`src/common/rv32i_mem_cfg.svh`:
```
// configuration macros: data path width and data memory depth
`ifndef RV32I_MEM_CFG_SVH
`define RV32I_MEM_CFG_SVH

// register and memory word width in bits
// the lane logic assumes four byte lanes
`define RV_XLEN 32

// log2 of the data memory depth in words
// 10 gives 1024 words, 4 KiB
// any depth works, the word address is cut from the
// byte address above bit 1
`define DMEM_ADDR_W 10

`endif
```
`src/common/rv32i_mem_pkg.sv`:
```
// shared types: store and load funct3 codes, forwarding select, EX/MEM and MEM/WB payloads
`include "rv32i_mem_cfg.svh"

package rv32i_mem_pkg;

    // store funct3 field, RV32I encodings
    typedef enum logic [2:0] {
        sb = 3'b000,
        sh = 3'b001,
        sw = 3'b010
    } store_funct3_t;

    // load funct3 field, unsigned variants have bit 2 set
    typedef enum logic [2:0] {
        lb  = 3'b000,
        lh  = 3'b001,
        lw  = 3'b010,
        lbu = 3'b100,
        lhu = 3'b101
    } load_funct3_t;

    // source of store data in MEM
    typedef enum logic {
        use_reg = 1'b0,
        use_fwd = 1'b1
    } fwd_sel_t;

    // instruction held between execute and memory
    typedef struct packed {
        logic [2:0]            funct3;
        logic                  is_load;
        logic                  is_store;
        logic                  writes_rd;
        logic [4:0]            rd;
        logic [4:0]            rs2_idx;
        logic [`RV_XLEN-1:0]   rs2_data;
        logic [`RV_XLEN-1:0]   alu_out;
    } exmem_t;

    // instruction held between memory and write-back
    typedef struct packed {
        logic [2:0]            funct3;
        logic                  is_load;
        logic                  writes_rd;
        logic [4:0]            rd;
        logic [1:0]            offset;
        logic [`RV_XLEN-1:0]   alu_out;
    } memwb_t;

endpackage

```
`src/rtl/load_align.sv`:
```
// load extraction: picks byte, half or word by offset and extends it
`timescale 1ns/1ps

module load_align (
    input  logic [2:0]  funct3,
    input  logic [1:0]  addr_offset,
    input  logic [31:0] word,
    output logic [31:0] load_data
);

    logic [7:0]  byte_sel;
    logic [15:0] half_sel;

    // byte lane chosen by the full offset
    always_comb
    begin
        case (addr_offset)
            2'b00:   byte_sel = word[7:0];
            2'b01:   byte_sel = word[15:8];
            2'b10:   byte_sel = word[23:16];
            default: byte_sel = word[31:24];
        endcase
    end

    // half chosen by offset bit 1 only, same rule as the store side
    always_comb
    begin
        if (addr_offset[1])
        begin
            half_sel = word[31:16];
        end
        else
        begin
            half_sel = word[15:0];
        end
    end

    // sign or zero extension per funct3
    always_comb
    begin
        case (rv32i_mem_pkg::load_funct3_t'(funct3))
            rv32i_mem_pkg::lb:
            begin
                load_data = {{24{byte_sel[7]}}, byte_sel};
            end
            rv32i_mem_pkg::lbu:
            begin
                load_data = {24'b0, byte_sel};
            end
            rv32i_mem_pkg::lh:
            begin
                load_data = {{16{half_sel[15]}}, half_sel};
            end
            rv32i_mem_pkg::lhu:
            begin
                load_data = {16'b0, half_sel};
            end
            default:
            begin
                // lw, and anything undecoded, returns the raw word
                load_data = word;
            end
        endcase
    end

endmodule

```
`config.mk`:
```
export PLATFORM = sky130hd
export DESIGN_NAME = load_align
export DESIGN_NICKNAME = d
export VERILOG_FILES = /design/src/common/rv32i_mem_pkg.sv /design/src/rtl/load_align.sv
export VERILOG_INCLUDE_DIRS = /design/src /design/src/common
export SDC_FILE = /design/constraint.sdc
export NUM_CORES = 1
export LEC_CHECK = 0
export ABC_CLOCK_PERIOD_IN_PS = 4750
export BUFFER_PORTS_ARGS = -buffer_cell sky130_fd_sc_hd__buf_4
export CAP_MARGIN = 25
export CORE_AREA = 2 2 50 52
export DETAILED_ROUTE_END_ITERATION = 8
export DIE_AREA = 0 0 52 54
export PLACE_DENSITY = 0.84
export SLEW_MARGIN = 40
export SYNTH_ARGS = -nofsm -noshare
export SYNTH_HDL_FRONTEND = slang
export SYNTH_SLANG_ARGS = --single-unit
```
`constraint.sdc`:
```
create_clock -name vclk -period 4.75
set_input_delay 1.425 -clock vclk [all_inputs]
set_output_delay 1.425 -clock vclk [all_outputs]
set_load 0.02 [all_outputs]
```
==> flow_summary.json <==
{
  "syn_nets": 170,
  "status": "complete, no violations",
  "via_per_inst": 6.14,
  "vias": 1344,
  "grt-busiest-layer": "met2",
  "gp_congestion": 0.841,
  "hp-class": "input pin to primary output",
  "drv_slew": 0,
  "grt_first_pass_wirelength_um": 5460,
  "seq_cell_count": 0,
  "grt_max_degree": 30,
  "fin_cells": 219,
  "dpl.hpwl_um": 2600,
  "fin_setup_tns_ps": 0,
  "cts.repair_timing.setup_buffer_count": 0,
  "grtUsageMet1_pct": 30.9,
  "crit_buf_inv": 2,
  "hold_ws_ps": 3180,
  "drt-total-wl_um": 3560,
  "diodes": 0,
  "yosysTopAreaCell": "mux4_1",
  "yosysSeqAreaShare_pct": 0,
  "grt_pass1_vias": 1220,
  "drtPass1Iterations": 4,
  "crit_arrival_ps": 2880,
  "cts_hold_buffers": 0,
  "num-clock-buffers": 0,
  "antenna_left": 0,
  "crit_family": "compound AO/OA/AOI/OAI gates",
  "nNetsFinal": 228,
  "final-hold-violation-count": 0,
  "met2_usage_pct": 45.4,
  "final_core_util_pct": 61.6,
  "critical_path_class": "input pin to primary output",
  "worst_slew_pin_slew_ps": 678,
  "die_y_um": 54,
  "min_period_ps": 4310,
  "cts_resized": 0,
  "floorplan.rows": 18,
  "power_density_mw_per_mm2": 135,
  "critPathMaxStageDelay_ps": 530,
  "remaining_drc_errors": 0,
  "drv_cap": 0,
  "required_ps": 3320,
  "synth.avg_cell_area_um2": 7.29,
  "ys_top_cells_by_area": "mux4_1 (19%), nor2_1 (10%), o22ai_1 (10%), a21oi_1 (7.7%), buf_6 (7.0%)",
  "rsz0062_at_grt": "no",
  "grt_use_met3_pct": 1.67,
  "die-area_mm2": 0.00281,
  "maxSlewHeadroom_pct": 54.6,
  "die_x_um": 52,
  "num_io_pins": 69,
  "ir_worst_vdd_uv": 81.2,
  "start_kind": "input pin",
  "portBuffers": 69,
  "antenna_found_initial": 0,
  "setup_viol": 0,
  "initial_utilization_pct": 41.8,
  "crit_fanout": 29,
  "fmax_ghz": 0.232,
  "cp_slowest_cell": "o31a_1",
  "layout-drive-gt1-share_pct": 42.3,
  "synth_warnings": 0,
  "path_common_cell": "buf_4",
  "leakagePower_nw": 0.677,
  "place_inst": 219,
  "dr.first_iter.drc_count": 34,
  "grtUsageTotal_pct": 24.7,
  "wl_per_cell_um": 16.3,
  "cp-end-kind": "primary output",
  "synth_cells": 133,
  "path_cells": "buf_4 > mux2i_1 > o31a_1 > o22ai_1 > buf_4",
  "netlist_area_um2": 970,
  "core_area_mm2": 0.00232,
  "seq_area_um2": 0,
  "syn2layout_area_growth_pct": 47.4,
  "netlist.area_leader.share_pct": 19.0,
  "fin_crit_sh_pct": 90.7,
  "ys_types": 26,
  "grt-ovfl-total": 0
}
-- worst min-delay path: stages --
cell and delay [ps]:
buf_4 90, nand2_1 50, o221ai_2 50, buf_4 140
-- area by class of cell --
class / instances / area, um2
tap: 30 / 37.5
multi-input combinational: 108 / 821
fill: 219 / 891
inverter: 10 / 37.5
timing repair buffer: 71 / 533
-- per-layer routing --
| layer | share of wire (%) | vias to the layer above | wire (um) |
|---|---|---|---|
| met3 | 9.5 | 6 | 337 |
| met4 | 0.90 | 0 | 32 |
| li1 | - | 622 | - |
| met2 | 49 | 88 | 1740 |
| met5 | 0 | - | 0 |
| met1 | 41 | 628 | 1450 |
-- power breakdown --
part / internal (W) / total [W] / switching, W
clock network: 0 / 0 / 0
logic: 0.0000877 / 0.000193 / 0.000105
registers: 0 / 0 / 0
-- per-stage QoR --
step | area (um2) | total power (W) | setup WS (ps)
finish | 1430 | 0.000193 | 443
global route | 1430 | 0.000206 | 315
CTS | 1430 | 0.000192 | 472
detailed placement | 1430 | 0.000191 | 480
global placement | 1430 | 0.000187 | 515
floorplan | 970 | 0.000115 | 754
-- synth_stat cells --
library cell  instances
a21oi_1              15
a221oi_1              2
a22oi_4               1
a311oi_1              7
buf_1                 1
buf_2                 5
buf_4                 1
buf_6                 6
clkbuf_1              2
clkinv_1              1
inv_1                 8
inv_2                 1
mux2_4                2
mux2i_1               2
mux4_1                7
nand2_1               7
nand2b_1              1
nor2_1               27
nor2b_1              10
o21ai_0               1
o221ai_1              3
o221ai_2              4
o22ai_1              16
o2bb2ai_1             1
o31a_1                1
or2_2                 1
-- cell families after synthesis --
| logic type | count (synthesis) | share of synthesized area [%] |
|---|---|---|
| AOI/OAI and AO/OA | 51 | 39.6 |
| and+or+nand+nor | 46 | 20.9 |
| buffers and inverters | 25 | 15.4 |
| muxes | 11 | 24.1 |
-- layout by cell type, fill, tap and decap left out, types with 2 or more instances in the layout --
| master | Yosys | layout |
|---|---|---|
| a21oi_1 | 15 | 15 |
| a221oi_1 | 2 | 2 |
| a311oi_1 | 7 | 7 |
| buf_4 | 1 | 71 |
| inv_1 | 8 | 8 |
| mux2_4 | 2 | 2 |
| mux2i_1 | 2 | 2 |
| mux4_1 | 7 | 7 |
| nand2_1 | 7 | 7 |
| nor2_1 | 27 | 27 |
| nor2b_1 | 10 | 10 |
| o221ai_1 | 3 | 3 |
| o221ai_2 | 4 | 4 |
| o22ai_1 | 16 | 16 |
-- final timing paths --
check,start,end,slack (ps),cells after the start
worst max-delay path,addr_offset[1],load_data[29],440,5
worst min-delay path,word[10],load_data[10],3180,4
Power figures use the tool's default switching activity.
