## src/rtl/pipe_stage_reg.sv

```systemverilog
// generic pipeline stage register: payload of any type plus a valid bit
`timescale 1ns/1ps

module pipe_stage_reg #(
    parameter type payload_t = logic [31:0]
) (
    input  logic     clk,
    input  logic     reset,
    input  logic     stall,
    input  logic     in_valid,
    input  payload_t in_data,
    output logic     out_valid,
    output payload_t out_data
);

    // valid bit, cleared by reset, held while stalled
    always_ff @(posedge clk)
    begin
        if (reset)
        begin
            out_valid <= 1'b0;
        end
        else if (!stall)
        begin
            out_valid <= in_valid;
        end
    end

    // payload, only meaningful when out_valid is set
    always_ff @(posedge clk)
    begin
        if (!stall)
        begin
            out_data <= in_data;
        end
    end

    // once out of reset the valid bit must stay defined,
    // a stray X would leak into the memory enables
    valid_known_a: assert property (
        @(posedge clk) disable iff (reset)
        !$isunknown(out_valid)
    );

endmodule

```

## config.mk

```make
export PLATFORM = sky130hd
export DESIGN_NAME = pipe_stage_reg
export DESIGN_NICKNAME = d
export VERILOG_FILES = /design/src/rtl/pipe_stage_reg.sv
export SDC_FILE = /design/constraint.sdc
export NUM_CORES = 1
export LEC_CHECK = 0
export BUFFER_PORTS_ARGS = -buffer_cell sky130_fd_sc_hd__buf_2
export CORE_AREA = 2 2 53 55
export DETAILED_ROUTE_END_ITERATION = 16
export DIE_AREA = 0 0 55 57
export HOLD_SLACK_MARGIN = 0.02
export PLACE_DENSITY = 0.76
export SLEW_MARGIN = 10
export SYNTH_ARGS = -nofsm -noshare
export SYNTH_HDL_FRONTEND = slang
export SYNTH_SLANG_ARGS = --single-unit
```

## constraint.sdc

```tcl
create_clock -name clk -period 1.9 [get_ports clk]
set_clock_uncertainty 0.15 [all_clocks]
set_input_delay 0.19 -clock clk [delete_from_list [all_inputs] [get_ports clk]]
set_output_delay 0.19 -clock clk [all_outputs]
set_load 0.005 [all_outputs]
```

==> impl_metrics.json, run 1 <==
{
  "setup_viol": 0,
  "grt_pass1_wl_um": 3760,
  "num_vias": 777,
  "cts_tree": "done",
  "core_sq_um": 2615,
  "io_buffer_count": 68,
  "overflow": 0,
  "layout.nets": 182,
  "synthMostInstantiatedCell": "edfxtp_1",
  "chipWidth_um": 55,
  "synthTopCellsByCount": "edfxtp_1 (32), dfxtp_1 (1), inv_1 (1), mux2i_1 (1), nor2_1 (1)",
  "antennaDiodeCount": 0,
  "fin_crit_ns": 1.397,
  "total_power_mw": 1.393,
  "synth_top_area_frac": 0.9624,
  "synth_area_leaders": "edfxtp_1 (96%), dfxtp_1 (2.0%), mux2i_1 (1.0%)",
  "synth-seq-cells": 33,
  "syn-num-nets": 72,
  "clock_latency_ns": 0.32,
  "hold_end": "out_data[31]",
  "rows": 19,
  "endpoint_kind": "flop",
  "drtAntennaViolNets": 0,
  "required_ns": 2.02,
  "path_clk_slew_ns": 0.10,
  "htreeDepth": 2,
  "yosysSeqAreaShare": 0.9825,
  "r2r_cells": 3,
  "critPathMaxFanout": 1,
  "drv_cap": 0,
  "numCtsBuffers": 5,
  "hold_viol_final": 0,
  "synthToLayoutAreaGrowth_pct": 77.94,
  "tns_ns": 0,
  "ys.warnings.count": 0,
  "timing.final.crit_share": 0.7351,
  "p_per_area_nw_per_um2": 784.1,
  "fmax_mhz": 715.9,
  "synth_ff_type": "edfxtp_1",
  "synth_cell_types": 5,
  "ios": 69,
  "synthesis.area_sq_um": 998.5,
  "start_util": 0.3818,
  "cts_buffer_depth": 2,
  "grt_max_degree": 33,
  "ctsRootBufferMaster": "clkbuf_4",
  "routedWlPerCell_um": 13.44,
  "min_from": "stall",
  "vias_per_cell": 4.365,
  "hold_path_depth": 3,
  "firstDrtPassIters": 3,
  "final_max_slew_viol_count": 0,
  "drc": 0,
  "syn_avg_cell_area_sq_um": 27.73,
  "r2r_setup_slack_ns": 0.58,
  "worst_pin_slew_ns": 0.3838,
  "cts_sinks": 33,
  "path_class": "primary input to flop",
  "worstReg2RegEnd": "out_valid",
  "die_y_um": 57,
  "async_reset_ff_frac": 0,
  "rsz0062_at_grt": "false",
  "wirelength_um": 2392,
  "grt_pass1_vias": 852,
  "yosysTopAreaCell": "edfxtp_1",
  "min_path_type": "primary input to flop",
  "crit_arrival_ns": 1.52,
  "drive_above_1_share": 0.5170,
  "design.die.area_sq_um": 3135,
  "antenna_found_initial": 0,
  "cts_resized": 0,
  "r2r_start": "out_valid",
  "slew_headroom": 0.7442,
  "grt_usage": 0.1823,
  "gp_congestion": 0.6321,
  "ir_drop_uv": 697.8,
  "synth-edff-count": 32,
  "p_leak_nw": 0.7839,
  "outcome": "finished clean",
  "drt_iter0_drc": 3,
  "start_kind": "primary input",
  "syn_inst": 36
}
what timing repair did:
action,CTS,global route
setup endpoints to repair,0,0
hold buffers,34,0
setup buffers,0,0
hold endpoints to repair,33,0
final cells by class:
class / instances / area, sq um
clock buffers: 6 / 41.29
inverters: 1 / 3.754
clock inverters: 2 / 10.01
well taps: 31 / 38.79
flip-flops and latches: 33 / 980.9
multi-input cells: 2 / 13.76
repair buffers: 103 / 688.2
fillers: 180 / 838.3
power by group:
group	switching, mW	leakage [nW]	internal [mW]
logic	0.0622	0.430	0.108
registers	0.0128	0.321	0.860
clock network	0.210	0.0320	0.141
total	0.285	0.784	1.11
registers in the layout (all words and copies together), names as in the netlist:
signal	flops
out_valid	1
out_data	32
cells by family after synthesis:
logic type,after synthesis,share of synthesized area
muxes,1,0.01003
DFF,33,0.9825
and+or+nand+nor,1,0.003756
buffers and inverters,1,0.003756
worst max-delay path by stage:
stage,end,startpoint
floorplan,out_data[0],stall
global placement,out_data[14],stall
detailed placement,out_data[13],stall
CTS,out_valid,out_valid
global route,out_valid,reset
finish,out_valid,reset
critical path: stages:
cell and delay, ns:
dlygate4sd3_1 0.55, buf_2 0.12, nor2_1 0.10, dlygate4sd3_1 0.56
routing by layer:
metal  up-vias  routed length [um]  track usage
li1        363                   -            -
met1       347                 822       0.1934
met2        58                1144       0.2789
met3         9                 343      0.08639
met4         0                  82       0.1254
met5         -                   0            0
metrics by stage:
stage	cells	util	hold slack, ns	cell area (sq um)	worst slack, ns
after floorplan	36	-	0.1124	998.5	0.5456
after global routing	178	0.6794	0.3144	1777	0.4710
final	178	0.6794	0.2956	1777	0.5032
after CTS	178	0.6794	0.3027	1777	0.5586
after detailed placement	136	0.5297	0.2088	1385	0.6781
after global placement	136	0.5297	0.1988	1385	0.7187
placed cells by master (no fill, tap or decap):
cell / instances
buf_2: 68
dlygate4sd3_1: 34
edfxtp_1: 32
clkbuf_4: 5
clkinv_2: 2
inv_1: 1
mux2i_1: 1
nor2_1: 1
clkbuf_1: 1
dfxtp_1: 1
buf_4: 1
No activity file was read; power rests on OpenSTA's default activity.
==> inputs of run 2 (changes only) <==
Settings changed: ABC_AREA from default to 1, CORE_AREA 2 2 53 55 to 2 2 56 58, DIE_AREA 0 0 55 57 to 0 0 58 60, PLACE_DENSITY 0.76 to 0.72.
Clock period 1.9 ns to 1.2 ns, I/O delays scaled along.
==> run 2 against run 1 <==
  * Setup slack worse by 0.49 ns
  * Core utilization down 4.4 points
  * Largest cell class unchanged
  * Sequential power up 58%
  * Global-route usage down 0.72 points
  * Design area up 3.8%
  * Critical endpoint is now out_data[21]
  * Total power up 65%
==> impl_metrics.json, run 2 <==
{
  "outcome": "finished clean",
  "whs_ns": 0.3582,
  "use_met2": 0.2971,
  "fmax_mhz": 842.3,
  "multi_input_area_sq_um": 17.52,
  "firstDrtPassIters": 3,
  "final_max_slew_viol_count": 0,
  "antenna_found_initial": 0,
  "required_ns": 1.08,
  "tns_ns": 0,
  "vias_per_cell": 4.253,
  "async_reset_ff_frac": 0,
  "critPathMaxFanout": 16,
  "use_met1": 0.1729,
  "p_comb_frac": 0.129,
  "p_int_mw": 1.835,
  "die_y_um": 60,
  "drt_iter0_drc": 17,
  "htreeDepth": 2,
  "design.die.area_sq_um": 3480,
  "chipWidth_um": 58,
  "grt_pass1_wl_um": 4064,
  "drv_cap": 0,
  "r2r_setup_slack_ns": 0.36,
  "setup_viol": 0,
  "synth_ff_type": "edfxtp_1",
  "ctsRootBufferMaster": "clkbuf_4",
  "synth_top_area_frac": 0.9517,
  "synth_compound_area_frac": 0,
  "synth-simple-area-share": 0.01735,
  "synthXorXnorAreaFrac": 0,
  "fin_crit_ns": 1.187,
  "switching_power_mw": 0.4646,
  "seqPwrFrac": 0.602,
  "ys.warnings.count": 0,
  "place_ws_ns": 0.2452,
  "path_clk_slew_ns": 0.09,
  "start_kind": "primary input",
  "antennaDiodeCount": 0,
  "drive_above_1_share": 0.5098,
  "post-route-util": 0.6353,
  "seqCellArea_sq_um": 980.9,
  "rows": 20,
  "syn_avg_cell_area_sq_um": 25.24,
  "synth_cell_types": 6,
  "largest_register_ffs": 32,
  "use_met3": 0.09524,
  "io_buffer_count": 68,
  "cts_tree": "done",
  "hold_viol_final": 0,
  "overflow": 0,
  "synth_top_family_by_area": "simple AND/OR/NAND/NOR gates",
  "layout_setup_ws_ns": 0.01284,
  "gp_congestion": 0.6790,
  "grt_pass1_vias": 855,
  "wirelength_um": 2776,
  "start_util": 0.3478,
  "p_leak_nw": 0.8057,
  "grt_busiest_layer": "met2",
  "yosysSeqAreaShare": 0.9715,
  "synth.area.mux_share": 0,
  "synthTopCellsByCount": "edfxtp_1 (32), inv_1 (3), nand2_1 (2)",
  "yosysTopAreaCell": "edfxtp_1",
  "dp_cells": 143,
  "slew_headroom": 0.8961,
  "endpoint_kind": "flop",
  "drtAntennaViolNets": 0,
  "drc": 0,
  "sw_frac_of_total": 0.2020,
  "rsz0062_at_grt": "false",
  "cts_buffer_depth": 2,
  "largest-register": "out_data",
  "synthesis.area_sq_um": 1010,
  "p_per_area_nw_per_um2": 1247,
  "synth_fa_ha_area_frac": 0,
  "min_path_type": "primary input to flop",
  "worst_pin_slew_ns": 0.1553,
  "layout_commonest_cell": "buf_2",
  "num_vias": 791,
  "routedWlPerCell_um": 14.92,
  "core_sq_um": 2903,
  "syn-num-nets": 76,
  "synth_area_leaders": "edfxtp_1 (95%), dfxtp_1 (2.0%), inv_1 (1.1%)",
  "grt_usage": 0.1751,
  "numCtsBuffers": 5,
  "clockPowerShare": 0.269,
  "ios": 69,
  "layout.nets": 188,
  "cts_resized": 0,
  "synth-edff-count": 32,
  "synthToLayoutAreaGrowth_pct": 82.65,
  "reg_top3": "out_data: 32 flops, out_valid: 1 flops",
  "cts_sinks": 33,
  "grt_max_degree": 17,
  "mostFrequentLayoutCells": "buf_2 (68), dlygate4sd3_1 (35), edfxtp_1 (32), clkbuf_4 (5)",
  "clock_latency_ns": 0.32,
  "synth-seq-cells": 33,
  "path_class": "primary input to flop",
  "synthMostInstantiatedCell": "edfxtp_1",
  "timing.final.crit_share": 0.9893,
  "fin_cells": 186,
  "ir_drop_uv": 886.4,
  "fillers": 201,
  "syn_inst": 40,
  "crit_arrival_ns": 1.07
}
## run 2: kinds of logic (layout without fill, tap and decap cells)
group / Yosys count / count (layout)
simple gates: 4 / 4
buf+inv: 3 / 116
flops: 33 / 33
## run 2: final cells by class
class / instances / area share
clock buffers: 8 / 0.03189
repair buffers: 105 / 0.3962
flip-flops and latches: 33 / 0.5319
multi-input cells: 4 / 0.009498
well taps: 33 / 0.02239
inverters: 3 / 0.008141
## run 2: per-layer routing
metal	share of wire	wire length, um	up-vias
met1	0.35	966	353
met2	0.51	1416	57
met4	0.018	50	0
met3	0.12	342	7
li1	-	-	374
met5	0	0	-
## run 2: stage by stage
stage	power [mW]	instance area (sq um)
after global placement	1.603	1435
after CTS	2.302	1844
after floorplan	1.446	1013
after global routing	2.411	1844
final	2.300	1844
after detailed placement	1.608	1435
## run 2: final timing paths
| path | endpoint | cells past startpoint | from |
|---|---|---|---|
| hold / removal | out_data[11] | 2 | in_data[11] |
| setup reg to reg | out_valid | 4 | out_valid |
| setup / recovery | out_data[21] | 4 | stall |
| hold reg to reg | out_valid | 4 | out_valid |
## run 2: critical path: stages
cell	delay, ns
dlygate4sd3_1	0.53
buf_2	0.15
clkinvlp_4	0.11
buf_12	0.15
## run 2: repair_timing
item / 4_1_cts / 5_1_grt
buffers inserted: 0 / 0
endpoints found under the hold margin: 33 / 0
hold buffers: 35 / 0
## run 2: power by group through the flow
stage	Combinational [mW]	Clock [mW]	Sequential, mW
floorplan	0.0212	0	1.42
global placement	0.195	0	1.41
detailed placement	0.200	0	1.41
CTS	0.286	0.633	1.38
global route	0.319	0.699	1.39
finish	0.297	0.619	1.38
