$ cat src/common/rv32i_mem_cfg.svh
// configuration macros: data path width and data memory depth
`ifndef RV32I_MEM_CFG_SVH
`define RV32I_MEM_CFG_SVH

// register and memory word width in bits
// the lane logic assumes four byte lanes
`define RV_XLEN 32

// log2 of the data memory depth in words
// 10 gives 1024 words, 4 KiB
// any depth works, the word address is cut from the
// byte address above bit 1
`define DMEM_ADDR_W 10

`endif
$ cat src/common/rv32i_mem_pkg.sv
// shared types: store and load funct3 codes, forwarding select, EX/MEM and MEM/WB payloads
`include "rv32i_mem_cfg.svh"

package rv32i_mem_pkg;

    // store funct3 field, RV32I encodings
    typedef enum logic [2:0] {
        sb = 3'b000,
        sh = 3'b001,
        sw = 3'b010
    } store_funct3_t;

    // load funct3 field, unsigned variants have bit 2 set
    typedef enum logic [2:0] {
        lb  = 3'b000,
        lh  = 3'b001,
        lw  = 3'b010,
        lbu = 3'b100,
        lhu = 3'b101
    } load_funct3_t;

    // source of store data in MEM
    typedef enum logic {
        use_reg = 1'b0,
        use_fwd = 1'b1
    } fwd_sel_t;

    // instruction held between execute and memory
    typedef struct packed {
        logic [2:0]            funct3;
        logic                  is_load;
        logic                  is_store;
        logic                  writes_rd;
        logic [4:0]            rd;
        logic [4:0]            rs2_idx;
        logic [`RV_XLEN-1:0]   rs2_data;
        logic [`RV_XLEN-1:0]   alu_out;
    } exmem_t;

    // instruction held between memory and write-back
    typedef struct packed {
        logic [2:0]            funct3;
        logic                  is_load;
        logic                  writes_rd;
        logic [4:0]            rd;
        logic [1:0]            offset;
        logic [`RV_XLEN-1:0]   alu_out;
    } memwb_t;

endpackage

$ cat src/rtl/mem_stage.sv
// MEM stage datapath: store data forwarding, lane alignment, byte enables
`timescale 1ns/1ps

module mem_stage (
    input  logic [2:0]             funct3,
    input  logic [31:0]            rs2_data,
    input  logic [31:0]            addr_in,
    input  rv32i_mem_pkg::fwd_sel_t wdata_fwd_sel,
    input  logic [31:0]            rs2_fwd,
    output logic [1:0]             addr_offset,
    output logic [31:0]            mem_addr,
    output logic [31:0]            mem_wdata,
    output logic [3:0]             mem_byte_enable
);

    logic [31:0] store_val;

    // word aligned address, byte offset goes on to write-back
    assign mem_addr    = {addr_in[31:2], 2'b00};
    assign addr_offset = addr_in[1:0];

    // forwarded write-back value replaces a stale rs2
    always_comb
    begin
        if (wdata_fwd_sel == rv32i_mem_pkg::use_fwd)
        begin
            store_val = rs2_fwd;
        end
        else
        begin
            store_val = rs2_data;
        end
    end

    // place data in its lanes and enable only those lanes
    always_comb
    begin
        mem_wdata       = store_val;
        mem_byte_enable = 4'b1111;
        case (rv32i_mem_pkg::store_funct3_t'(funct3))
            rv32i_mem_pkg::sb:
            begin
                case (addr_offset)
                    2'b00:
                    begin
                        mem_wdata       = {24'b0, store_val[7:0]};
                        mem_byte_enable = 4'b0001;
                    end
                    2'b01:
                    begin
                        mem_wdata       = {16'b0, store_val[7:0], 8'b0};
                        mem_byte_enable = 4'b0010;
                    end
                    2'b10:
                    begin
                        mem_wdata       = {8'b0, store_val[7:0], 16'b0};
                        mem_byte_enable = 4'b0100;
                    end
                    default:
                    begin
                        mem_wdata       = {store_val[7:0], 24'b0};
                        mem_byte_enable = 4'b1000;
                    end
                endcase
            end
            rv32i_mem_pkg::sh:
            begin
                // offset bit 0 is ignored, halves land on lanes 0-1 or 2-3
                if (addr_offset[1])
                begin
                    mem_wdata       = {store_val[15:0], 16'b0};
                    mem_byte_enable = 4'b1100;
                end
                else
                begin
                    mem_wdata       = {16'b0, store_val[15:0]};
                    mem_byte_enable = 4'b0011;
                end
            end
            default:
            begin
                // sw and unknown codes write the full word
                mem_wdata       = store_val;
                mem_byte_enable = 4'b1111;
            end
        endcase
    end

endmodule

$ cat config.mk
export PLATFORM = sky130hd
export DESIGN_NAME = mem_stage
export DESIGN_NICKNAME = d
export VERILOG_FILES = /design/src/common/rv32i_mem_pkg.sv /design/src/rtl/mem_stage.sv
export VERILOG_INCLUDE_DIRS = /design/src /design/src/common
export SDC_FILE = /design/constraint.sdc
export NUM_CORES = 1
export LEC_CHECK = 0
export ABC_AREA = 1
export BUFFER_PORTS_ARGS = -buffer_cell sky130_fd_sc_hd__buf_4
export CORE_AREA = 2 2 66 68
export DETAILED_ROUTE_END_ITERATION = 10
export DIE_AREA = 0 0 68 70
export PLACE_DENSITY = 0.89
export RECOVER_POWER = 100
export SYNTH_ARGS = -nofsm -noshare
export SYNTH_HDL_FRONTEND = slang
export SYNTH_SLANG_ARGS = --single-unit
$ cat constraint.sdc
create_clock -name vclk -period 1.48
set_input_delay 0.296 -clock vclk [all_inputs]
set_output_delay 0.296 -clock vclk [all_outputs]
set_load 0.01 [all_outputs]
==> results of run 1 <==
[cell type report]
| type | instances | area share |
|---|---|---|
| inverter | 20 | 0.0449 |
| multi-input combinational | 178 | 0.421 |
| tap | 52 | 0.0324 |
| timing repair buffer | 122 | 0.498 |
| timing repair inverter | 1 | 0.00436 |
[logic make-up (layout without fill, tap and decap cells)]
family | count (synthesis) | in the layout | synth area share
other cells | 1 | 2 | 0.00324
buf+inv | 64 | 143 | 0.341
compound gates | 26 | 26 | 0.126
simple gates | 150 | 150 | 0.530
[metal layers]
layer,vias up,global-route usage
met1,819,0.244
met2,95,0.378
met5,-,0
met4,0,0.0978
met3,32,0.0209
li1,884,-
[power by group]
part	internal (mW)	switching, mW
combinational	0.348	0.319
sequential	0	0
clock	0	0
total	0.348	0.319
[through the flow]
stage / utilization / cell area, sq um / setup TNS, ns / worst slack, ns
floorplan: - / 1160 / 0 / 0.178
global placement: 0.446 / 1850 / -0.751 / -0.0718
detailed placement: 0.446 / 1850 / -0.811 / -0.123
CTS: 0.452 / 1870 / -0.132 / -0.0308
global route: 0.485 / 2010 / -0.0974 / -0.0323
finish: 0.485 / 2010 / 0 / 0.0435
[critical path, stage by stage]
cell and delay [ns]:
buf_12 0.11, nor2_4 0.11, nand2_2 0.08, nor2_4 0.23, nand2_1 0.10, o21ai_1 0.08, buf_4 0.13
[cells in the mapped netlist]
library cell	n	area share
nor3_2	1	0.0086
o211ai_1	5	0.032
buf_2	7	0.030
inv_4	1	0.0054
buf_6	1	0.0097
nor2_1	12	0.039
buf_4	36	0.23
o21ai_1	1	0.0043
nand3_1	33	0.14
inv_1	19	0.062
nor2_2	1	0.0054
a21oi_1	1	0.0043
nand2_1	103	0.33
o21ai_0	18	0.078
o21ai_2	1	0.0076
conb_1	1	0.0032
[timing repair]
item | 4_1_cts | 5_1_grt
gates cloned | 0 | 2
gates resized for setup | 6 | 38
buffers inserted | 0 | 1
endpoints found under the setup margin | 25 | 27
hold endpoints to repair | 0 | 0
pin swaps | 0 | 10
[worst paths after layout]
path	from	end	slack, ns
worst max-delay path	funct3[2]	mem_wdata[22]	0.04
worst min-delay path	addr_in[12]	mem_addr[12]	0.59
==> out/qor.yml, run 1 <==
place:
  place_congestion: 0.786
  portBuffers: 108
  dp.cells: 370
  hpwlAfterDp_um: 3990
detailed_routing:
  dr.pass1.iters: 4
  wl_per_cell_um: 14.0
  drc: 0
  wl_um: 5230
  drt-met1-wl_um: 1940
  antenna_left: 0
  wl_met3_um: 417
  drtIter0Drc: 57
  dr_wl_met2_um: 2630
  vias: 1830
  via_per_inst: 4.91
  top_layer: "met4"
worst_setup_path:
  required_ns: 1.18
  path_class: "in -> out"
  critical_path.startpoint_type: "primary input"
  crit_path_max_fanout: 8
  crit_path_end_kind: "output port"
  cp.arrival_ns: 1.14
min_path:
  min_path_cells: 0
  worstHoldPathType: "in -> out"
grt:
  grt-ovfl-total: 0
  grt_max_degree: 28
  grt_pass1_vias: 1775
  grt_usage: 0.212
  grt_pass1_wl_um: 8070
  antenna_found_initial: 0
flow_run:
  cap_violations: 0
timing:
  period_share: 0.971
  fmax_mhz: 696
  rsz0062_at_grt: "true"
  whs_ns: 0.592
  finalSetupViolCount: 0
  hold_viol_final: 0
  slew_viol_final: 0
  period_needed_ns: 1.44
power:
  p_leak_nw: 1.15
  p_total_uw: 668
  peakVddDrop_mv: 0.169
  power_density_nw_per_um2: 332
synth:
  netlist_instances: 241
  synth_warnings: 0
  syn_avg_cell_area_sq_um: 4.80
  ys_types: 16
  ys_seq_area_frac: 0
  netlist_area_sq_um: 1160
layout:
  stdcell_count: 373
  layout_common_cells: "109 x buf_4, 95 x nand2_1, 32 x nand3_1, 16 x inv_1, 12 x o21ai_0"
  diodes: 0
  syn2layout_area_growth_pct: 73.5
  seq_cells: 0
  nNetsFinal: 423
  multi_input_area_sq_um: 845
  nClkBuffers: 0
  seqCellArea_sq_um: 0
  fillers: 456
  final_common_cell: "buf_4"
  drive_gt1_frac: 0.445
floorplanning:
  dieHeight_um: 70
  initial_core_util: 0.279
  fp.dieW_um: 68
  ios: 170
  std_cell_rows: 24
  dieArea_sq_um: 4760
  core-area_sq_um: 4140
clock_network:
  cts_hold_buf: 0
status:
  outcome: "complete, no violations"
(Power assumes the default switching activity.)
==> inputs of run 2 (changes only) <==
--- a/config.mk
+++ b/config.mk
@@ -8,10 +8,10 @@
 export LEC_CHECK = 0
 export ABC_AREA = 1
 export BUFFER_PORTS_ARGS = -buffer_cell sky130_fd_sc_hd__buf_4
-export CORE_AREA = 2 2 66 68
+export CORE_AREA = 2 2 65 67
 export DETAILED_ROUTE_END_ITERATION = 10
-export DIE_AREA = 0 0 68 70
-export PLACE_DENSITY = 0.89
+export DIE_AREA = 0 0 67 69
+export PLACE_DENSITY = 0.91
 export RECOVER_POWER = 100
 export SYNTH_ARGS = -nofsm -noshare
 export SYNTH_HDL_FRONTEND = slang
==> constraint.sdc (replaced) <==
create_clock -name vclk -period 1.7
set_input_delay 0.34 -clock vclk [all_inputs]
set_output_delay 0.34 -clock vclk [all_outputs]
set_load 0.01 [all_outputs]
==> run 2 against run 1 <==
  * Core utilization shrank 2.3 points
  * Combinational power shrank 22%
  * Global-route usage shrank 0.62 points
  * Via count is 4.4% lower
  * Critical path depth decreased by 1
  * Setup slack improved by 0.028 ns
  * Highest routed layer unchanged
==> out/qor.yml, run 2 (same netlist as run 1, synthesis figures left out) <==
floorplanning:
  ios: 170
  dieArea_sq_um: 4620
  dieHeight_um: 69
  std_cell_rows: 23
  fp.dieW_um: 67
  core-area_sq_um: 3910
  initial_core_util: 0.296
flow_run:
  cap_violations: 0
detailed_routing:
  drc: 0
  antenna_left: 0
  wl_um: 4900
  wl_per_cell_um: 13.4
  dr.pass1.iters: 5
  vias: 1750
  via_per_inst: 4.78
  drtIter0Drc: 67
clock_network:
  cts-resized-gates: 0
  cts_setup_buffers: 0
  cts_hold_buf: 0
timing:
  hold_viol_final: 0
  whs_ns: 0.680
  final.setup.worst_slack_ns: 0.0716
  finalSetupViolCount: 0
  period_needed_ns: 1.63
  fin_setup_tns_ns: 0
  period_share: 0.958
  slew_viol_final: 0
  fmax_mhz: 614
  rsz0062_at_grt: "true"
grt:
  grt-ovfl-total: 0
  grt_max_degree: 28
  grt_pass1_wl_um: 7700
  grt_pass1_vias: 1642
  antenna_found_initial: 0
  grt_usage: 0.206
place:
  place_area_sq_um: 1810
  pre_cts_slack_ns: 0.0492
  place_congestion: 0.921
  hpwlAfterDp_um: 4090
  dp.cells: 366
  portBuffers: 108
min_path:
  worstHoldPathType: "in -> out"
layout:
  post-route-util: 0.461
  layout_common_cells: "113 x buf_4, 103 x nand2_1, 33 x nand3_1, 19 x inv_1, 18 x o21ai_0"
  finalInstanceArea_sq_um: 1810
  drive_gt1_frac: 0.377
  syn2layout_area_growth_pct: 56.0
  seq_cells: 0
  seqCellArea_sq_um: 0
  fillers: 441
  final_common_cell: "buf_4"
  nNetsFinal: 418
  nClkBuffers: 0
  stdcell_count: 366
  diodes: 0
power:
  p_leak_nw: 1.09
  peakVddDrop_mv: 0.146
  p_total_uw: 523
  power_density_nw_per_um2: 289
status:
  outcome: "complete, no violations"
worst_setup_path:
  crit_path_end_kind: "output port"
  cp.arrival_ns: 1.29
  crit_path_max_fanout: 9
  required_ns: 1.36
  path_class: "in -> out"
  critical_path.startpoint_type: "primary input"
[run 2: cell count changes in the layout (fill, tap and decap cells not counted), moves of 2 or more]
| cell | previous run | this run |
|---|---|---|
| inv_2 | 2 | 0 |
| o21ai_1 | 4 | 1 |
| inv_1 | 16 | 19 |
| buf_4 | 109 | 113 |
| nor2_1 | 8 | 12 |
| nor2_2 | 3 | 0 |
| o21ai_0 | 12 | 18 |
| nand2_1 | 95 | 103 |
| buf_12 | 5 | 1 |
| nand2_2 | 8 | 0 |
| o21ai_2 | 3 | 1 |
| buf_6 | 4 | 1 |
[run 2: final timing paths]
kind                  slack [ns]  cells after the start   startpoint      endpoint
worst max-delay path        0.07                      6    funct3[0]  mem_wdata[7]
worst min-delay path        0.68                      0  addr_in[12]  mem_addr[12]
[run 2: report_power, final]
| part | leakage (nW) | internal, mW | switching, mW |
|---|---|---|---|
| combinational | 1.09 | 0.269 | 0.253 |
| sequential | 0 | 0 | 0 |
| clock | 0 | 0 | 0 |
| total | 1.09 | 0.269 | 0.253 |
[run 2: metal layers]
| layer | track usage | up-vias | wire [um] |
|---|---|---|---|
| met4 | 0.0816 | 0 | 205 |
| met2 | 0.351 | 94 | 2350 |
| li1 | - | 879 | - |
| met5 | 0 | - | 0 |
| met1 | 0.248 | 751 | 1860 |
| met3 | 0.0359 | 26 | 490 |
[run 2: cell type report]
cell class | count | area (sq um) | area share
tap | 50 | 62.6 | 0.0347
timing repair buffer | 118 | 891 | 0.493
multi-input combinational | 178 | 772 | 0.428
inverter | 20 | 80.1 | 0.0444
[run 2: worst max-delay path, cell delays in order]
cell and delay [ns]:
buf_4 0.12, nor2_1 0.32, o21ai_2 0.21, nand2_1 0.12, inv_1 0.04, buf_4 0.13
