$ cat src/common/rv32i_mem_cfg.svh
// configuration macros: data path width and data memory depth
`ifndef RV32I_MEM_CFG_SVH
`define RV32I_MEM_CFG_SVH

// register and memory word width in bits
// the lane logic assumes four byte lanes
`define RV_XLEN 32

// log2 of the data memory depth in words
// 10 gives 1024 words, 4 KiB
// any depth works, the word address is cut from the
// byte address above bit 1
`define DMEM_ADDR_W 10

`endif
$ cat src/common/rv32i_mem_pkg.sv
// shared types: store and load funct3 codes, forwarding select, EX/MEM and MEM/WB payloads
`include "rv32i_mem_cfg.svh"

package rv32i_mem_pkg;

    // store funct3 field, RV32I encodings
    typedef enum logic [2:0] {
        sb = 3'b000,
        sh = 3'b001,
        sw = 3'b010
    } store_funct3_t;

    // load funct3 field, unsigned variants have bit 2 set
    typedef enum logic [2:0] {
        lb  = 3'b000,
        lh  = 3'b001,
        lw  = 3'b010,
        lbu = 3'b100,
        lhu = 3'b101
    } load_funct3_t;

    // source of store data in MEM
    typedef enum logic {
        use_reg = 1'b0,
        use_fwd = 1'b1
    } fwd_sel_t;

    // instruction held between execute and memory
    typedef struct packed {
        logic [2:0]            funct3;
        logic                  is_load;
        logic                  is_store;
        logic                  writes_rd;
        logic [4:0]            rd;
        logic [4:0]            rs2_idx;
        logic [`RV_XLEN-1:0]   rs2_data;
        logic [`RV_XLEN-1:0]   alu_out;
    } exmem_t;

    // instruction held between memory and write-back
    typedef struct packed {
        logic [2:0]            funct3;
        logic                  is_load;
        logic                  writes_rd;
        logic [4:0]            rd;
        logic [1:0]            offset;
        logic [`RV_XLEN-1:0]   alu_out;
    } memwb_t;

endpackage

$ cat src/rtl/mem_fwd_ctrl.sv
// MEM stage control with store data forwarding select and data memory enables
`timescale 1ns/1ps

module mem_fwd_ctrl (
    input  logic                    stall,
    input  logic                    mem_valid,
    input  logic                    mem_is_store,
    input  logic                    mem_is_load,
    input  logic [4:0]              mem_rs2_idx,
    input  logic                    wb_valid,
    input  logic                    wb_writes_rd,
    input  logic [4:0]              wb_rd,
    output rv32i_mem_pkg::fwd_sel_t wdata_fwd_sel,
    output logic                    mem_write_en,
    output logic                    mem_read_en
);

    logic store_in_mem;
    logic wb_produces;
    logic rs2_match;

    assign store_in_mem = mem_valid && mem_is_store;

    // x0 never forwards since it always reads as zero
    assign wb_produces = wb_valid && wb_writes_rd && (wb_rd != 5'd0);
    assign rs2_match   = (mem_rs2_idx == wb_rd);

    // store whose rs2 is being written back right now
    // usually a load right ahead of the store
    always_comb
    begin
        if (store_in_mem && wb_produces && rs2_match)
        begin
            wdata_fwd_sel = rv32i_mem_pkg::use_fwd;
        end
        else
        begin
            wdata_fwd_sel = rv32i_mem_pkg::use_reg;
        end
    end

    // no memory side effect while the pipe is frozen
    assign mem_write_en = store_in_mem && !stall;
    assign mem_read_en  = mem_valid && mem_is_load && !stall;

    // decode upstream must never flag one instruction as load and store
    always_comb
    begin
        enables_exclusive_a: assert (!(mem_write_en && mem_read_en));
    end

endmodule

$ cat config.mk
export PLATFORM = sky130hd
export DESIGN_NAME = mem_fwd_ctrl
export DESIGN_NICKNAME = d
export VERILOG_FILES = /design/src/common/rv32i_mem_pkg.sv /design/src/rtl/mem_fwd_ctrl.sv
export VERILOG_INCLUDE_DIRS = /design/src /design/src/common
export SDC_FILE = /design/constraint.sdc
export NUM_CORES = 1
export LEC_CHECK = 0
export ABC_AREA = 1
export BUFFER_PORTS_ARGS = -buffer_cell sky130_fd_sc_hd__buf_2
export CORE_AREA = 2 2 39 41
export DETAILED_ROUTE_END_ITERATION = 16
export DIE_AREA = 0 0 41 43
export PLACE_DENSITY = 0.37
export SYNTH_ARGS = -nofsm -noshare
export SYNTH_HDL_FRONTEND = slang
export SYNTH_SLANG_ARGS = --single-unit
$ cat constraint.sdc
create_clock -name vclk -period 0.8
set_input_delay 0.12 -clock vclk [all_inputs]
set_output_delay 0.12 -clock vclk [all_outputs]
set_load 0.02 [all_outputs]
==> results.json, run 1 <==
{
  "diodes": 0,
  "dp_cells": 73,
  "detail_route.wl_per_cell_um": 6.22,
  "crit_type": "in2out",
  "timing.critical_path.cells": "buf_6, inv_2, nand2_1, nand2_1, nor2_1, nand3_1, nor2_2, buf_6",
  "synthCells": 37,
  "tightest_slew_ns": 0.149,
  "wl_um": 454,
  "min_period_ns": 0.885,
  "min_from": "stall",
  "hold_path_end": "mem_read_en",
  "status": "finished with violations",
  "hp-class": "in2out",
  "yosysSeqAreaShare_pct": 0,
  "final-setup-viol-count": 1,
  "nets": 75,
  "crit_slowest_cell": "nor2_2",
  "startpoint_type": "input pin",
  "holdPathStages": 3,
  "fmax_mhz": 1130,
  "ioPinCount": 19,
  "ff_latch_area_sq_um": 0,
  "synth_area_sq_um": 143,
  "violations": "setup timing",
  "worst_slack_ns": -0.0846,
  "rows": 14,
  "nClkBuffers": 0,
  "syn_to_final_growth_pct": 131,
  "grt_pass1_vias": 200,
  "worstPathRequired_ns": 0.68,
  "yosysWarningCount": 0,
  "design.core.area_sq_um": 1380,
  "fp.dieW_um": 41,
  "worst-path-max-fanout": 2,
  "grt-ovfl-total": 0,
  "drc_errors": 0,
  "rsz0062_at_grt": "true",
  "final_cells": 73,
  "arrival_ns": 0.76,
  "irDropWorstVdd_mv": 0.153,
  "dp_hpwl_um": 411,
  "slowest_delay_ns": 0.13,
  "drt_iter0_drc": 4,
  "finalCritPeriodShare_pct": 111,
  "vias": 257,
  "hold_viol_final": 0,
  "multi_input_area_sq_um": 115,
  "leakage_nw": 0.218,
  "cap_viol_max_count": 0,
  "crit_path_end_kind": "output pin",
  "synth.avg_cell_area_sq_um": 3.86,
  "yosysTopAreaCell": "nand2_1",
  "die_h_um": 43,
  "via_per_inst": 3.52,
  "fin_area_sq_um": 329,
  "yosysMostFrequentCell": "nand2_1",
  "slew_violations": 0,
  "cts_hold_buf": 0,
  "drive_gt1_share_pct": 45.6,
  "grt_max_degree": 4,
  "firstDrtPassIters": 2,
  "grt_pass1_wl_um": 641,
  "start_util_pct": 10.3,
  "worst-path-buf-inv": 3,
  "antenna_found_initial": 0,
  "dpl_cell_area_sq_um": 268,
  "synth_cell_types": 5,
  "netlist_top_cells_count": "nand2_1, inv_1, nor2_1",
  "cellPowerDensity_nw_per_um2": 400,
  "drtAntennaViolNets": 0,
  "seq_cell_count": 0,
  "die_area_sq_um": 1760,
  "fillers": 166,
  "gp_congestion": 0.622,
  "cp_num_cells": 8,
  "timing.slew.headroom_pct": 90.1,
  "track_usage_pct": 4.80,
  "yosys.area.top_type_share_pct": 42.1,
  "io_buffer_count": 19,
  "synthesis.nets": 53,
  "final_util_pct": 23.8,
  "critical-path-top-delay-family": "simple AND/OR/NAND/NOR gates",
  "synth_area_leaders": "nand2_1, inv_1, nor2_1, nand3_1, a21oi_1"
}
-- kinds of logic after synthesis --
| group | Yosys count | share of synthesized area (%) |
|---|---|---|
| buffers and inverters | 10 | 26.3 |
| and+or+nand+nor | 26 | 70.2 |
| AOI/OAI and AO/OA | 1 | 3.51 |
-- worst max path at each step --
stage | startpoint | slack, ns | to
CTS | mem_valid | -0.1 | wdata_fwd_sel
global route | mem_rs2_idx[3] | -0.16 | wdata_fwd_sel
finish | wb_rd[2] | -0.08 | wdata_fwd_sel
detailed placement | mem_valid | -0.11 | wdata_fwd_sel
global placement | wb_rd[0] | -0.11 | wdata_fwd_sel
floorplan | wb_rd[3] | 0.07 | wdata_fwd_sel
-- power breakdown --
group	total, W	internal, W	switching (W)
sequential	0	0	0
combinational	0.000132	0.0000769	0.0000549
clock	0	0	0
-- per-stage QoR --
stage	setup TNS, ns	hold WS (ns)	setup slack (ns)	total power (W)
floorplan	0	0.320	0.0717	0.0000458
global placement	-0.110	0.506	-0.110	0.000102
detailed placement	-0.114	0.503	-0.114	0.000103
CTS	-0.0986	0.505	-0.0986	0.000103
global route	-0.157	0.526	-0.157	0.000146
finish	-0.0846	0.505	-0.0846	0.000132
-- timing repair --
item	4_1_cts	5_1_grt
resized for setup	1	15
endpoints found under the hold margin	0	0
setup buffers	0	0
pin swaps	0	11
setup endpoints to repair	1	2
-- final cells by class --
type,count,share of cell area (%)
inverters,10,11.4
multi-input cells,27,35.0
well taps,16,6.08
repair buffers,20,47.5
-- layer usage --
layer / up-vias / GRT usage (%) / routed length [um]
met5: - / 0 / 0
met4: 0 / 0 / 0
met3: 0 / 0 / 64
met2: 14 / 9.69 / 225
met1: 99 / 5.38 / 164
li1: 144 / - / -
-- layout by cell type, fill, tap and decap left out, drive strengths merged --
cell type,n
nand3,2
a21oi,1
nor2,8
nand2,16
inv,10
buf,20
(Power assumes the default switching activity.)
==> run 2: changes to the inputs <==
--- a/config.mk
+++ b/config.mk
@@ -6,12 +6,11 @@
 export SDC_FILE = /design/constraint.sdc
 export NUM_CORES = 1
 export LEC_CHECK = 0
-export ABC_AREA = 1
 export BUFFER_PORTS_ARGS = -buffer_cell sky130_fd_sc_hd__buf_2
-export CORE_AREA = 2 2 39 41
+export CORE_AREA = 4 4 41 43
 export DETAILED_ROUTE_END_ITERATION = 16
-export DIE_AREA = 0 0 41 43
-export PLACE_DENSITY = 0.37
+export DIE_AREA = 0 0 45 47
+export PLACE_DENSITY = 0.33
 export SYNTH_ARGS = -nofsm -noshare
 export SYNTH_HDL_FRONTEND = slang
 export SYNTH_SLANG_ARGS = --single-unit
==> run 2 against run 1 <==
The flow still finishes with violations (setup timing); final cell count fell by 32%; power up 22%; non-clock buffer count rose by 1; setup slack worse by 0.14 ns; combinational power is 21% higher; sequential share of layout area unchanged; synthesized cell count down 62%; via count fell by 25%; routed wire length rose by 9.5%.
==> results.json, run 2 <==
{
  "via_per_inst": 3.86,
  "grt-ovfl-total": 0,
  "yosysTopAreaCell": "xnor2_1",
  "hold_path_end": "mem_read_en",
  "drive_gt1_share_pct": 80.0,
  "tightest_slew_ns": 0.304,
  "worstPathRequired_ns": 0.68,
  "io_buffer_count": 19,
  "yosys.area.top_type_share_pct": 30.0,
  "crit_type": "in2out",
  "hold_viol_final": 0,
  "min_from": "stall",
  "synth_area_leaders": "xnor2_1, nand2_1, nor2_1, a2111oi_1, o41ai_1",
  "worst-path-max-fanout": 2,
  "cts_hold_buf": 0,
  "grt_util_met2_pct": 10.5,
  "firstDrtPassIters": 1,
  "grt_pass1_vias": 216,
  "cellPowerDensity_nw_per_um2": 476,
  "final-setup-viol-count": 1,
  "synth_cell_types": 8,
  "die_h_um": 47,
  "p_int_w": 0.0000938,
  "yosysSeqAreaShare_pct": 0,
  "gp_congestion": 0.796,
  "fmax_mhz": 977,
  "vias": 193,
  "ff_latch_area_sq_um": 0,
  "min_period_ns": 1.02,
  "startpoint_type": "input pin",
  "syn_to_final_growth_pct": 284,
  "holdPathStages": 3,
  "die_area_sq_um": 2120,
  "clock_power_share_pct": 0,
  "grt_max_degree": 3,
  "detail_route.wl_per_cell_um": 9.94,
  "arrival_ns": 0.90,
  "timing.slew.headroom_pct": 79.7,
  "drc_errors": 0,
  "ioPinCount": 19,
  "violations": "setup timing",
  "p_comb_share_pct": 100.0,
  "seq_cell_count": 0,
  "synth_area_sq_um": 87.6,
  "crit_path_end_kind": "output pin",
  "antenna_found_initial": 0,
  "final_util_pct": 25.9,
  "synthCells": 14,
  "leakage_nw": 0.154,
  "nClkBuffers": 0,
  "worst_slack_ns": -0.224,
  "power_frac_seq_pct": 0,
  "final_common_cell": "buf_2",
  "grt_most_used_layer": "met2",
  "fillers": 142,
  "drt_iter0_drc": 0,
  "synthesis.nets": 30,
  "met3_usage_pct": 0.383,
  "finalPower_w": 0.000160,
  "fp.dieW_um": 45,
  "switching_power_w": 0.0000664,
  "track_usage_pct": 5.27,
  "drtAntennaViolNets": 0,
  "mostFrequentLayoutCells": "buf_2, nand2_1, xnor2_2, buf_8, buf_6",
  "dp_hpwl_um": 466,
  "netlist_top_cells_count": "nand2_1, nor2_1, xnor2_1",
  "synth.avg_cell_area_sq_um": 6.26,
  "rows": 13,
  "nets": 53,
  "diodes": 0,
  "yosysWarningCount": 0,
  "design.core.area_sq_um": 1300,
  "grt_pass1_wl_um": 848,
  "hp-class": "in2out",
  "finalCritPeriodShare_pct": 128,
  "status": "finished with violations",
  "slew_violations": 0,
  "start_util_pct": 6.73,
  "irDropWorstVdd_mv": 0.135,
  "sw_frac_of_total_pct": 41.4,
  "cap_viol_max_count": 0,
  "wl_um": 497,
  "use_met1_pct": 6.52,
  "rsz0062_at_grt": "true"
}
[run 2: changes by cell type after synthesis]
cell / delta
nand2_1: -13
inv_1: -10
xnor2_1: +3
o41ai_1: +1
nor2_1: -5
nand4_1: +1
a21oi_1: -1
xor2_1: +1
nand3_1: -1
a2111oi_1: +1
[run 2: final cells by class]
type | instances | area [sq um] | share of cell area [%]
tap | 15 | 18.8 | 5.58
timing repair buffer | 21 | 159 | 47.2
multi-input combinational | 14 | 159 | 47.2
[run 2: what timing repair did]
item / CTS / global route
pin swaps: 5 / 3
gates resized for setup: 13 / 5
endpoints found under the setup margin: 1 / 1
buffers inserted: 0 / 0
cloned: 0 / 0
[run 2: critical path, cell delays in order]
cell and delay (ns):
buf_8 0.10, o41ai_4 0.39, a2111oi_4 0.12, buf_4 0.17
[run 2: logic make-up (layout without fill, tap and decap cells)]
| family | Yosys count | in the layout | synth area share [%] |
|---|---|---|---|
| xor+xnor | 4 | 4 | 40.0 |
| simple gates | 8 | 8 | 38.6 |
| compound gates | 2 | 2 | 21.4 |
| buf+inv | 0 | 21 | 0 |
[run 2: metrics by stage]
step | hold slack [ns] | TNS, ns | setup WS (ns) | area (sq um) | instances
after detailed placement | 0.510 | -0.365 | -0.365 | 264 | 50
final | 0.508 | -0.224 | -0.224 | 337 | 50
after global routing | 0.536 | -0.275 | -0.275 | 337 | 50
after floorplan | 0.320 | -0.102 | -0.102 | 135 | 14
after global placement | 0.507 | -0.334 | -0.334 | 264 | 50
after CTS | 0.510 | -0.236 | -0.236 | 317 | 50
[run 2: worst max path at each step]
| stage | depth (start not counted) | slack, ns | to | startpoint |
|---|---|---|---|---|
| after floorplan | 3 | -0.10 | wdata_fwd_sel | wb_rd[1] |
| after global placement | 5 | -0.33 | wdata_fwd_sel | wb_rd[1] |
| after detailed placement | 5 | -0.36 | wdata_fwd_sel | wb_rd[1] |
| after CTS | 4 | -0.24 | wdata_fwd_sel | wb_rd[0] |
| after global routing | 5 | -0.27 | wdata_fwd_sel | wb_rd[4] |
| final | 4 | -0.22 | wdata_fwd_sel | wb_rd[0] |
[run 2: power by group through the flow]
| stage | clock, W | combinational (W) | sequential (W) |
|---|---|---|---|
| finish | 0 | 0.000160 | 0 |
| global route | 0 | 0.000172 | 0 |
| CTS | 0 | 0.000154 | 0 |
| detailed placement | 0 | 0.000124 | 0 |
| global placement | 0 | 0.000121 | 0 |
| floorplan | 0 | 0.0000529 | 0 |
[run 2: routing by layer]
metal	up-vias	wire length (um)
met5	-	0
met4	0	0
met3	0	79
met2	18	225
met1	81	192
li1	94	-
